$ cat src/icache_pkg.sv
// Instruction cache shared definitions
// Address, word and line geometry of the direct-mapped cache,
// plus the fetch address that is decoded both as a raw byte address and as lookup fields
package icache_pkg;

  // Bus and instruction widths
  localparam int ADDR_W = 32;
  localparam int WORD_W = 32;

  // Line geometry
  localparam int LINE_WORDS = 4;
  localparam int OFFSET_W   = 2;
  localparam int INDEX_W    = 4;
  localparam int NUM_SETS   = 16;

  // Byte bits inside one 32-bit word
  localparam int BYTE_OFF_W = 2;

  // Remaining upper address bits form the tag
  localparam int TAG_W = ADDR_W - INDEX_W - OFFSET_W - BYTE_OFF_W;

  // One cache line, word 0 sits in the low bits
  typedef logic [LINE_WORDS-1:0][WORD_W-1:0] line_t;

  // Lookup view of a fetch address, MSB first
  typedef struct packed {
    logic [TAG_W-1:0]      tag;
    logic [INDEX_W-1:0]    index;
    logic [OFFSET_W-1:0]   offset;
    logic [BYTE_OFF_W-1:0] byte_off;
  } fetch_fields_t;

  // Same word seen two ways
  // raw for region compare and bus address, f for tag/index/offset
  typedef union packed {
    logic [ADDR_W-1:0] raw;
    fetch_fields_t     f;
  } fetch_addr_t;

endpackage
$ cat src/icache_top.sv
// Instruction cache top level
// Connects the control FSM, tag and data arrays and the bus refill shim
`timescale 1ns/1ps

module icache_top #(
  parameter logic [icache_pkg::ADDR_W-1:0] NcRegionTop = 32'h0000_1000
) (
  input  logic                            clk_i,
  input  logic                            rst_ni,
  input  logic                            en_i,
  input  logic                            flush_i,
  input  logic                            fetch_req_i,
  input  icache_pkg::fetch_addr_t         fetch_addr_i,
  output logic                            busy_o,
  output logic                            miss_o,
  output logic                            fetch_valid_o,
  output logic [icache_pkg::WORD_W-1:0]   fetch_data_o,
  output logic                            bus_rd_req_o,
  output logic [icache_pkg::ADDR_W-1:0]   bus_rd_addr_o,
  output logic [icache_pkg::OFFSET_W-1:0] bus_rd_len_o,
  input  logic                            bus_rd_gnt_i,
  input  logic                            bus_rd_valid_i,
  input  logic [icache_pkg::WORD_W-1:0]   bus_rd_data_i,
  input  logic                            bus_rd_last_i
);

  // Array side
  logic                            arr_rd_en;
  logic [icache_pkg::INDEX_W-1:0]  arr_index;
  logic [icache_pkg::OFFSET_W-1:0] arr_offset;
  logic                            arr_wr_en;
  logic [icache_pkg::TAG_W-1:0]    arr_wr_tag;
  icache_pkg::line_t               arr_wr_line;
  logic                            inval_en;
  logic [icache_pkg::TAG_W-1:0]    tag_rd_tag;
  logic                            tag_rd_valid;
  logic [icache_pkg::WORD_W-1:0]   data_rd_word;

  // Refill side
  logic                            mem_req;
  icache_pkg::fetch_addr_t         mem_addr;
  logic                            mem_nc;
  logic                            rtrn_valid;
  icache_pkg::line_t               rtrn_line;

  icache_ctrl #(
    .NcRegionTop(NcRegionTop)
  ) i_ctrl (
    .clk_i         (clk_i),
    .rst_ni        (rst_ni),
    .en_i          (en_i),
    .flush_i       (flush_i),
    .fetch_req_i   (fetch_req_i),
    .fetch_addr_i  (fetch_addr_i),
    .tag_rd_tag_i  (tag_rd_tag),
    .tag_rd_valid_i(tag_rd_valid),
    .data_rd_word_i(data_rd_word),
    .rtrn_valid_i  (rtrn_valid),
    .rtrn_line_i   (rtrn_line),
    .busy_o        (busy_o),
    .miss_o        (miss_o),
    .fetch_valid_o (fetch_valid_o),
    .fetch_data_o  (fetch_data_o),
    .arr_rd_en_o   (arr_rd_en),
    .arr_index_o   (arr_index),
    .arr_offset_o  (arr_offset),
    .arr_wr_en_o   (arr_wr_en),
    .arr_wr_tag_o  (arr_wr_tag),
    .arr_wr_line_o (arr_wr_line),
    .inval_en_o    (inval_en),
    .mem_req_o     (mem_req),
    .mem_addr_o    (mem_addr),
    .mem_nc_o      (mem_nc)
  );

  icache_tag_array i_tag_array (
    .clk_i     (clk_i),
    .rst_ni    (rst_ni),
    .rd_en_i   (arr_rd_en),
    .index_i   (arr_index),
    .wr_en_i   (arr_wr_en),
    .wr_tag_i  (arr_wr_tag),
    .inval_en_i(inval_en),
    .rd_tag_o  (tag_rd_tag),
    .rd_valid_o(tag_rd_valid)
  );

  icache_data_array i_data_array (
    .clk_i    (clk_i),
    .rd_en_i  (arr_rd_en),
    .index_i  (arr_index),
    .offset_i (arr_offset),
    .wr_en_i  (arr_wr_en),
    .wr_line_i(arr_wr_line),
    .rd_word_o(data_rd_word)
  );

  icache_refill_shim i_refill_shim (
    .clk_i         (clk_i),
    .rst_ni        (rst_ni),
    .mem_req_i     (mem_req),
    .mem_addr_i    (mem_addr),
    .mem_nc_i      (mem_nc),
    .bus_rd_gnt_i  (bus_rd_gnt_i),
    .bus_rd_valid_i(bus_rd_valid_i),
    .bus_rd_data_i (bus_rd_data_i),
    .bus_rd_last_i (bus_rd_last_i),
    .bus_rd_req_o  (bus_rd_req_o),
    .bus_rd_addr_o (bus_rd_addr_o),
    .bus_rd_len_o  (bus_rd_len_o),
    .rtrn_valid_o  (rtrn_valid),
    .rtrn_line_o   (rtrn_line)
  );

endmodule

$ cat src/icache_ctrl.sv
// Instruction cache control
// Single FSM for lookup, miss and bypass refill, line return and flush sweep
`timescale 1ns/1ps

module icache_ctrl #(
  parameter logic [icache_pkg::ADDR_W-1:0] NcRegionTop = 32'h0000_1000
) (
  input  logic                            clk_i,
  input  logic                            rst_ni,
  input  logic                            en_i,
  input  logic                            flush_i,
  input  logic                            fetch_req_i,
  input  icache_pkg::fetch_addr_t         fetch_addr_i,
  input  logic [icache_pkg::TAG_W-1:0]    tag_rd_tag_i,
  input  logic                            tag_rd_valid_i,
  input  logic [icache_pkg::WORD_W-1:0]   data_rd_word_i,
  input  logic                            rtrn_valid_i,
  input  icache_pkg::line_t               rtrn_line_i,
  output logic                            busy_o,
  output logic                            miss_o,
  output logic                            fetch_valid_o,
  output logic [icache_pkg::WORD_W-1:0]   fetch_data_o,
  output logic                            arr_rd_en_o,
  output logic [icache_pkg::INDEX_W-1:0]  arr_index_o,
  output logic [icache_pkg::OFFSET_W-1:0] arr_offset_o,
  output logic                            arr_wr_en_o,
  output logic [icache_pkg::TAG_W-1:0]    arr_wr_tag_o,
  output icache_pkg::line_t               arr_wr_line_o,
  output logic                            inval_en_o,
  output logic                            mem_req_o,
  output icache_pkg::fetch_addr_t         mem_addr_o,
  output logic                            mem_nc_o
);

  localparam logic [1:0] IDLE   = 2'd0;
  localparam logic [1:0] LOOKUP = 2'd1;
  localparam logic [1:0] REFILL = 2'd2;
  localparam logic [1:0] FLUSH  = 2'd3;

  logic [1:0]                      state_q;
  logic                            lookup_q;
  logic                            bypass_q;
  logic                            fetch_valid_q;
  logic                            miss_q;
  logic [icache_pkg::INDEX_W-1:0]  flush_cnt_q;
  icache_pkg::fetch_addr_t         addr_q;
  logic [icache_pkg::WORD_W-1:0]   fetch_data_q;
  logic                            fetch_take;
  logic                            flush_take;
  logic                            hit;
  logic [icache_pkg::WORD_W-1:0]   rtrn_word;

  // Busy whenever the FSM is away from IDLE
  assign busy_o     = (state_q != IDLE);
  // Fetch wins over flush in the same cycle
  assign fetch_take = (state_q == IDLE) & fetch_req_i;
  assign flush_take = (state_q == IDLE) & flush_i & ~fetch_req_i;

  // First LOOKUP cycle reads both arrays, bypass skips the read
  assign arr_rd_en_o  = (state_q == LOOKUP) & ~lookup_q & ~bypass_q;
  // Sweep index during flush, fetch index otherwise
  assign arr_index_o  = (state_q == FLUSH) ? flush_cnt_q : addr_q.f.index;
  assign arr_offset_o = addr_q.f.offset;
  assign inval_en_o   = (state_q == FLUSH);

  // Second LOOKUP cycle compares the stored tag
  assign hit = (state_q == LOOKUP) & lookup_q & ~bypass_q & tag_rd_valid_i &
               (tag_rd_tag_i == addr_q.f.tag);

  // Allocate on the returned line unless the access was a bypass
  assign arr_wr_en_o   = (state_q == REFILL) & rtrn_valid_i & ~bypass_q;
  assign arr_wr_tag_o  = addr_q.f.tag;
  assign arr_wr_line_o = rtrn_line_i;

  // Single-word reads land in word 0
  assign rtrn_word = bypass_q ? rtrn_line_i[0] : rtrn_line_i[addr_q.f.offset];

  // Bus request pulse shares the miss pulse
  assign mem_req_o  = miss_q;
  assign mem_addr_o = addr_q;
  assign mem_nc_o   = bypass_q;

  assign miss_o        = miss_q;
  assign fetch_valid_o = fetch_valid_q;
  assign fetch_data_o  = fetch_data_q;

  always_ff @(posedge clk_i or negedge rst_ni) begin
    if (!rst_ni) begin
      state_q       <= IDLE;
      lookup_q      <= 1'b0;
      bypass_q      <= 1'b0;
      fetch_valid_q <= 1'b0;
      miss_q        <= 1'b0;
      flush_cnt_q   <= '0;
    end else begin
      fetch_valid_q <= 1'b0;
      miss_q        <= 1'b0;
      case (state_q)
        IDLE: begin
          if (fetch_take) begin
            state_q  <= LOOKUP;
            lookup_q <= 1'b0;
            // Cache off or low region goes straight to the bus
            bypass_q <= ~en_i | (fetch_addr_i.raw < NcRegionTop);
          end else if (flush_take) begin
            state_q     <= FLUSH;
            flush_cnt_q <= '0;
          end
        end
        LOOKUP: begin
          lookup_q <= 1'b1;
          if (lookup_q) begin
            if (hit) begin
              fetch_valid_q <= 1'b1;
              state_q       <= IDLE;
            end else begin
              miss_q  <= 1'b1;
              state_q <= REFILL;
            end
          end
        end
        REFILL: begin
          if (rtrn_valid_i) begin
            fetch_valid_q <= 1'b1;
            state_q       <= IDLE;
          end
        end
        default: begin
          // One set cleared per cycle, 16 cycles in total
          flush_cnt_q <= flush_cnt_q + 1'b1;
          if (flush_cnt_q == icache_pkg::INDEX_W'(icache_pkg::NUM_SETS - 1)) begin
            state_q <= IDLE;
          end
        end
      endcase
    end
  end

  // Fetch address and returned word
  always_ff @(posedge clk_i) begin
    if (fetch_take) begin
      addr_q <= fetch_addr_i;
    end
    if (hit) begin
      fetch_data_q <= data_rd_word_i;
    end else if ((state_q == REFILL) && rtrn_valid_i) begin
      fetch_data_q <= rtrn_word;
    end
  end

endmodule

$ cat src/icache_refill_shim.sv
// Instruction cache refill shim
// Holds the read request until grant, picks line burst or single word,
// and assembles the returned beats into a line
`timescale 1ns/1ps

module icache_refill_shim (
  input  logic                            clk_i,
  input  logic                            rst_ni,
  input  logic                            mem_req_i,
  input  icache_pkg::fetch_addr_t         mem_addr_i,
  input  logic                            mem_nc_i,
  input  logic                            bus_rd_gnt_i,
  input  logic                            bus_rd_valid_i,
  input  logic [icache_pkg::WORD_W-1:0]   bus_rd_data_i,
  input  logic                            bus_rd_last_i,
  output logic                            bus_rd_req_o,
  output logic [icache_pkg::ADDR_W-1:0]   bus_rd_addr_o,
  output logic [icache_pkg::OFFSET_W-1:0] bus_rd_len_o,
  output logic                            rtrn_valid_o,
  output icache_pkg::line_t               rtrn_line_o
);

  logic                            req_valid_q;
  icache_pkg::fetch_addr_t         addr_d;
  icache_pkg::fetch_addr_t         addr_q;
  logic [icache_pkg::OFFSET_W-1:0] len_q;
  logic                            first_q;
  icache_pkg::line_t               shift_d;
  icache_pkg::line_t               shift_q;

  // Word address always, line aligned for a fill
  always_comb begin
    addr_d            = mem_addr_i;
    addr_d.f.byte_off = '0;
    if (!mem_nc_i) begin
      addr_d.f.offset = '0;
    end
  end

  // Request stays up until the grant cycle
  always_ff @(posedge clk_i or negedge rst_ni) begin
    if (!rst_ni) begin
      req_valid_q <= 1'b0;
    end else if (mem_req_i) begin
      req_valid_q <= 1'b1;
    end else if (bus_rd_gnt_i) begin
      req_valid_q <= 1'b0;
    end
  end

  // Address and beat count, stable while the request is pending
  always_ff @(posedge clk_i) begin
    if (mem_req_i) begin
      addr_q <= addr_d;
      len_q  <= mem_nc_i ? '0 : icache_pkg::OFFSET_W'(icache_pkg::LINE_WORDS - 1);
    end
  end

  assign bus_rd_req_o  = req_valid_q;
  assign bus_rd_addr_o = addr_q.raw;
  assign bus_rd_len_o  = len_q;

  // New beats enter at the top and move down
  always_comb begin
    shift_d = shift_q;
    if (bus_rd_valid_i) begin
      shift_d = {bus_rd_data_i, shift_q[icache_pkg::LINE_WORDS-1:1]};
      // First beat also goes to word 0 so a single read ends up there
      if (first_q) begin
        shift_d[0] = bus_rd_data_i;
      end
    end
  end

  // Next beat after a last beat starts a new transfer
  always_ff @(posedge clk_i or negedge rst_ni) begin
    if (!rst_ni) begin
      first_q <= 1'b1;
    end else if (bus_rd_valid_i) begin
      first_q <= bus_rd_last_i;
    end
  end

  always_ff @(posedge clk_i) begin
    shift_q <= shift_d;
  end

  // Line goes back together with the last beat
  assign rtrn_valid_o = bus_rd_valid_i & bus_rd_last_i;
  assign rtrn_line_o  = shift_d;

endmodule

$ cat src/icache_data_array.sv
// Instruction cache data array
// Whole-line storage per set, written on refill,
// read one cycle later with the requested word selected
`timescale 1ns/1ps

module icache_data_array (
  input  logic                            clk_i,
  input  logic                            rd_en_i,
  input  logic [icache_pkg::INDEX_W-1:0]  index_i,
  input  logic [icache_pkg::OFFSET_W-1:0] offset_i,
  input  logic                            wr_en_i,
  input  icache_pkg::line_t               wr_line_i,
  output logic [icache_pkg::WORD_W-1:0]   rd_word_o
);

  icache_pkg::line_t line_mem [icache_pkg::NUM_SETS];

  always_ff @(posedge clk_i) begin
    // Refill stores all words of the line at once
    if (wr_en_i) begin
      line_mem[index_i] <= wr_line_i;
    end
    // Word select done on the read port
    if (rd_en_i) begin
      rd_word_o <= line_mem[index_i][offset_i];
    end
  end

endmodule

$ cat src/icache_tag_array.sv
// Instruction cache tag array
// One tag and valid bit per set, synchronous read,
// set on allocation and cleared one set at a time by the flush sweep
`timescale 1ns/1ps

module icache_tag_array (
  input  logic                           clk_i,
  input  logic                           rst_ni,
  input  logic                           rd_en_i,
  input  logic [icache_pkg::INDEX_W-1:0] index_i,
  input  logic                           wr_en_i,
  input  logic [icache_pkg::TAG_W-1:0]   wr_tag_i,
  input  logic                           inval_en_i,
  output logic [icache_pkg::TAG_W-1:0]   rd_tag_o,
  output logic                           rd_valid_o
);

  logic [icache_pkg::TAG_W-1:0]    tag_mem [icache_pkg::NUM_SETS];
  logic [icache_pkg::NUM_SETS-1:0] valid_q;

  // Valid bits start cleared so nothing hits after reset
  always_ff @(posedge clk_i or negedge rst_ni) begin
    if (!rst_ni) begin
      valid_q    <= '0;
      rd_valid_o <= 1'b0;
    end else begin
      if (wr_en_i) begin
        valid_q[index_i] <= 1'b1;
      end else if (inval_en_i) begin
        valid_q[index_i] <= 1'b0;
      end
      if (rd_en_i) begin
        rd_valid_o <= valid_q[index_i];
      end
    end
  end

  // Tag storage, compare happens in the controller
  always_ff @(posedge clk_i) begin
    if (wr_en_i) begin
      tag_mem[index_i] <= wr_tag_i;
    end
    if (rd_en_i) begin
      rd_tag_o <= tag_mem[index_i];
    end
  end

endmodule

$ cat config.mk
export PLATFORM = sky130hd
export DESIGN_NAME = icache_top
export DESIGN_NICKNAME = d
export VERILOG_FILES = /design/src/icache_pkg.sv /design/src/icache_top.sv /design/src/icache_ctrl.sv /design/src/icache_refill_shim.sv /design/src/icache_data_array.sv /design/src/icache_tag_array.sv
export SDC_FILE = /design/constraint.sdc
export NUM_CORES = 2
export LEC_CHECK = 0
export BUFFER_PORTS_ARGS = -buffer_cell sky130_fd_sc_hd__clkbuf_2
export CORE_MARGIN = 10
export CORE_UTILIZATION = 50
export DETAILED_ROUTE_END_ITERATION = 10
export GPL_ROUTABILITY_DRIVEN = 0
export PLACE_DENSITY = 0.75
export SYNTH_ARGS = -nofsm -noshare
export SYNTH_HDL_FRONTEND = slang
export SYNTH_SLANG_ARGS = --single-unit
$ cat constraint.sdc
create_clock -name clk_i -period 26.1 [get_ports clk_i]
set_input_delay 2.61 -clock clk_i [delete_from_list [all_inputs] [get_ports clk_i]]
set_output_delay 2.61 -clock clk_i [all_outputs]
set_load 0.03 [all_outputs]
## Yosys cells after proc, flatten, opt, wreduce, memory -nomap -nowiden

Memory sizes are Yosys's and may differ from the RTL's. A register that Yosys moved wholly into a read port is not among the register bits.
Cells that the tools add are included.
Widths: inputs -> output; s select.

- Register bits: 285
- Memory bits (writable): 2432
- Word-level logic and storage cells: 113
- Memories: 2

- Add/subtract/negate cells: 1
- Magnitude comparators: 4
- Eq/ne operators: 11
- Mux-type cells: 40
- Bitwise logic cells: 21
- Reductions and logical operators: 14

Memories:

| name | words | bits a word | rd ports | clocked after memory_dff | write ports | line | source |
|---|---|---|---|---|---|---|---|
| i_data_array.line_mem | 16 | 128 | 1 | 0 | 1 | icache_data_array.sv:16 | `icache_pkg::line_t line_mem [icache_pkg::NUM_SETS];` |
| i_tag_array.tag_mem | 16 | 24 | 1 | 1 | 1 | icache_tag_array.sv:18 | `logic [icache_pkg::TAG_W-1:0] tag_mem [icache_pkg::NUM_SETS];` |

Operators with widths:

| kind | count |
|---|---|
| $mux 32 | 6 |
| $bmux 32 s2 | 2 |
| $mux 128 | 1 |
| $lt 32x13->1 const B | 1 |
| $mux 16 | 2 |
| $eq 24x24->1 | 1 |
| $and 16x16->16 | 1 |
| $not 16->16 | 1 |
| $or 16x16->16 | 1 |
| $mux 2 | 7 |
| $mux 1 | 13 |
| $and 1x1->1 | 12 |
| $mux 4 | 3 |
| $reduce_bool 2->1 | 5 |
| $ne 2x1->1 const B | 4 |
| $pmux 4 s2 | 1 |
| $pmux 2 s3 | 1 |
| $lt 4x5->1 const B | 1 |
| $not 1->1 | 5 |
| $add 4x1->4 const B | 1 |
| $bmux 1 s4 | 1 |
| $demux 1 s4 | 1 |
| $eq 2x2->1 const B | 2 |
| $eq 4x4->1 const B | 1 |
| 14 further kinds | 17 |

## Longest topological paths before layout

- Word-level depth: 10
- Gate-level depth with buffers: 12
- Depth with buffers taken out: 8

## By module

Synthesis repeated with hierarchy kept, for this count alone.

- Cells, all modules: 4995
- Area, all modules: 105894.1 um^2

Modules (own cells, without submodules):

| module | times used | cells an instance | area an instance (um^2) | sequential area each (um^2) |
|---|---|---|---|---|
| icache_data_array | 1 | 3457 | 78811.8 | 62459.9 |
| icache_tag_array | 1 | 647 | 16052.9 | 12677.2 |
| icache_ctrl | 1 | 505 | 5522.8 | 2172.1 |
| icache_refill_shim | 1 | 386 | 5506.5 | 3544.6 |

## Worst setup path after synthesis

No wires, ideal clock.

- Path kind: input to register
- Start: in bus_rd_valid_i
- End: mem i_data_array.line_mem[12][0] in the netlist's numbering, enable pin
- Setup time: 666 ps
- Data arrival time: 10191 ps
- Data required time: 25434 ps
- Setup slack: 15242 ps
- Stages on the path: 7
- Cells stage by stage: clkbuf_1 buf_2 clkbuf_1 nand3_1 nor2_1 nand2_1 nor2_1

- Cells in the longest elaborated chain, start to end: 5

RTL lines:

| element | line | source |
|---|---|---|
| start, declared | icache_top.sv:22 | `input logic bus_rd_valid_i,` |
| $and 1x1->1 | icache_refill_shim.sv:89 | `assign rtrn_valid_o = bus_rd_valid_i & bus_rd_last_i;` |
| $and 1x1->1 (2 in series) | icache_ctrl.sv:71 | `assign arr_wr_en_o = (state_q == REFILL) & rtrn_valid_i & ~bypass_q;` |
| $mux 1 | icache_data_array.sv:20 | `if (wr_en_i) begin` |
| $mux 1 (not written as such) | icache_data_array.sv:21 | `line_mem[index_i] <= wr_line_i;` |
| end, declared | icache_data_array.sv:16 |  |

No other way between the ends.

## Worst setup path in the final report

- Start: in bus_rd_valid_i
- End: mem i_data_array.line_mem[14][55] in the netlist's numbering, enable pin

The elaborated chain is that of the path after synthesis.

==> out/qor.csv <==
metric,value,unit
outcome,"finished, final reports clean",
synth unique cells,52,
Core Footprint,207000,um^2
final core occ,0.564,
DP Area,108000,um^2
pin count of the biggest net entering global routing,165,
async set-reset flop share out of synthesis,0.0106,
Vert. Die Dim,477,um
Comb pwr share,0.214,
Clock power frac,0.335,
worst hold-check slack,0.476,ns
Main synth FF type,edfxtp_1,
Ports,142,
synth warn,0,
Post-Layout Cell Count,8926,
Vias,58600,
maximum clock frequency,157,MHz
Worst Hold Class,register to register,
DR pass1 iterations,6,
unrepaired setup endpoints after global routing,false,
maximum vdd drop,0.101,mV
Seq cells post-synth,2738,
"EDFF count, synth",2581,
Routed WL,274,mm
finished layout cell area,117000,um^2
critical path capture point type,register,
Final setup viols,0,
relative slew slack,0.172,
CTS Buffer Depth,4,
TNS Setup,0,ns
CTS sink count,2738,
most frequent cells in the layout,"edfxtp_1, a22oi_1, a21oi_1",
die area,227000,um^2
die width,477,um
CP startpoint kind,input port,
DRC violations left,0,
clock-pin slew on the worst setup and hold paths,0.06,ns
vias in the first global route,59000,
Final Cycle Share,0.244,
Post-Syn Area,104000,um^2
Initial Util,0.503,
CTS Buf Count,285,
crit path time final,6.36,ns
Post-CTS Setup Bufs,0,
initial antenna violation count,9,
clk_lat worst skew,0.97,ns
Nets,6011,
worst-margin pin slew,1.24,ns
TritonCTS clock tree,done,
hold buffer count at CTS,0,
Total GRT Usage,0.233,
Row Count,167,
Pleak,37.2,nW
CP required,26.60,ns
CTS H-tree lvls,5,
clk root buf,clkbuf_16,
Port Buffers,137,
Flop pwr share,0.451,
Setup CP Type,input port to register,
Sw Ratio,0.291,
Mean Syn Cell Area,18.0,um^2
P_sw,3.38,mW
routed len/inst,30.7,um
Vias/cell,6.57,
Iter 0 DRT Violations,7485,
max_cap viols,0,
number of routed nets with antenna violations,0,
global-route wire length before repair,397,mm
CP Max Fanout,52,
Overflow after GRT,0,
Layout Skew,0.0723,ns
share of cells above drive strength 1,0.164,
HPWL Detailed,128,mm
Layout area overhead,12.1,%
post_cts resized,0,
Placed Instances,8433,
Internal,8.22,mW
final hold vios,0,
"Slew Viols, Final",0,
Post-Synthesis Cells,5783,
"commonest non-fill, non-tap cell in the layout",edfxtp_1,
CP arrival,6.86,ns
sequential area share after synthesis,0.775,
Power Density,99.3,nW/um^2
-- layer usage --
metal | up-vias | global-route usage | wire, um
li1 | 24000 | - | -
met1 | 30000 | 0.303 | 99300
met2 | 3889 | 0.386 | 133000
met3 | 735 | 0.0443 | 29800
met4 | 6 | 0.0984 | 12700
met5 | - | 0 | 46
-- critical path: stages --
cell and delay, ns:
buf_6 0.30, nand3_1 0.20, nor2_1 0.31, nand2_1 0.37, nor2_4 0.93, buf_4 0.95, buf_4 1.01
-- cell usage after synthesis (all sizes together), types with 99 or more instances --
master	n	area [um^2]
a21oi	441	2210
nand2	171	642
o22ai	175	1110
clkbuf	177	664
mux4	228	5130
a22oi	692	5190
mux2i	293	2930
edfxtp	2581	77500
buf	212	1100
dfxtp	128	2560
mux2	99	1110
nor2	124	465
-- stage by stage --
stage,power [mW],setup WS [ns]
after CTS,11.6,19.87
after detailed placement,7.76,18.98
final,11.6,19.74
after global placement,7.70,19.07
after global routing,12.0,19.65
after floorplan,6.95,15.24
-- path summary, 6_finish.rpt --
check	start	to	slack, ns	cells past startpoint
setup / recovery	bus_rd_valid_i	i_data_array.line_mem[14][55]	19.74	7
hold / removal	register	register	0.48	1
setup reg to reg	i_ctrl.state_q[0]	i_data_array.line_mem[1][42]	19.80	7
hold reg to reg	register	register	0.48	1
max in group asynchronous	rst_ni	i_ctrl.flush_cnt_q[1]	23.69	1
min in group asynchronous	rst_ni	i_refill_shim.bus_rd_req_o	1.77	1
-- registers in the layout, summed over array words and instances (netlist names), 2 cells and up, named ones only --
name                         count
i_refill_shim.shift_q          128
i_tag_array.rd_tag_o            24
i_ctrl.flush_cnt_q               4
i_ctrl.fetch_data_o             32
i_ctrl.mem_addr_o               30
i_ctrl.state_q                   2
i_data_array.line_mem         2048
i_tag_array.tag_mem            384
i_data_array.rd_word_o          32
i_refill_shim.bus_rd_addr_o     30
-- cell families after synthesis --
family / synth area share
other: 0.0000360
xor gates and xnor gates: 0.00202
buffers and inverters: 0.0173
and+or+nand+nor: 0.0236
adders and majority gates: 0.000720
DFF: 0.775
muxes: 0.0880
AOI/OAI and AO/OA: 0.0938
-- power groups by stage --
stage	sequential, mW	clock (mW)	combinational, mW
after floorplan	5.31	0	1.64
after global placement	5.31	0	2.39
after detailed placement	5.32	0	2.44
after CTS	5.23	3.91	2.45
after global routing	5.24	4.09	2.62
final	5.23	3.88	2.49
-- area by class of cell --
| type | instances | area [um^2] |
|---|---|---|
| flip-flops and latches | 2738 | 80800 |
| clock buffers | 373 | 7760 |
| diodes | 3 | 7.51 |
| clock inverters | 116 | 1040 |
| repair buffers | 251 | 1760 |
| inverters | 10 | 37.5 |
| multi-input cells | 2647 | 22000 |
| well taps | 2788 | 3490 |
| fillers | 15100 | 90400 |
(Power assumes the default switching activity.)
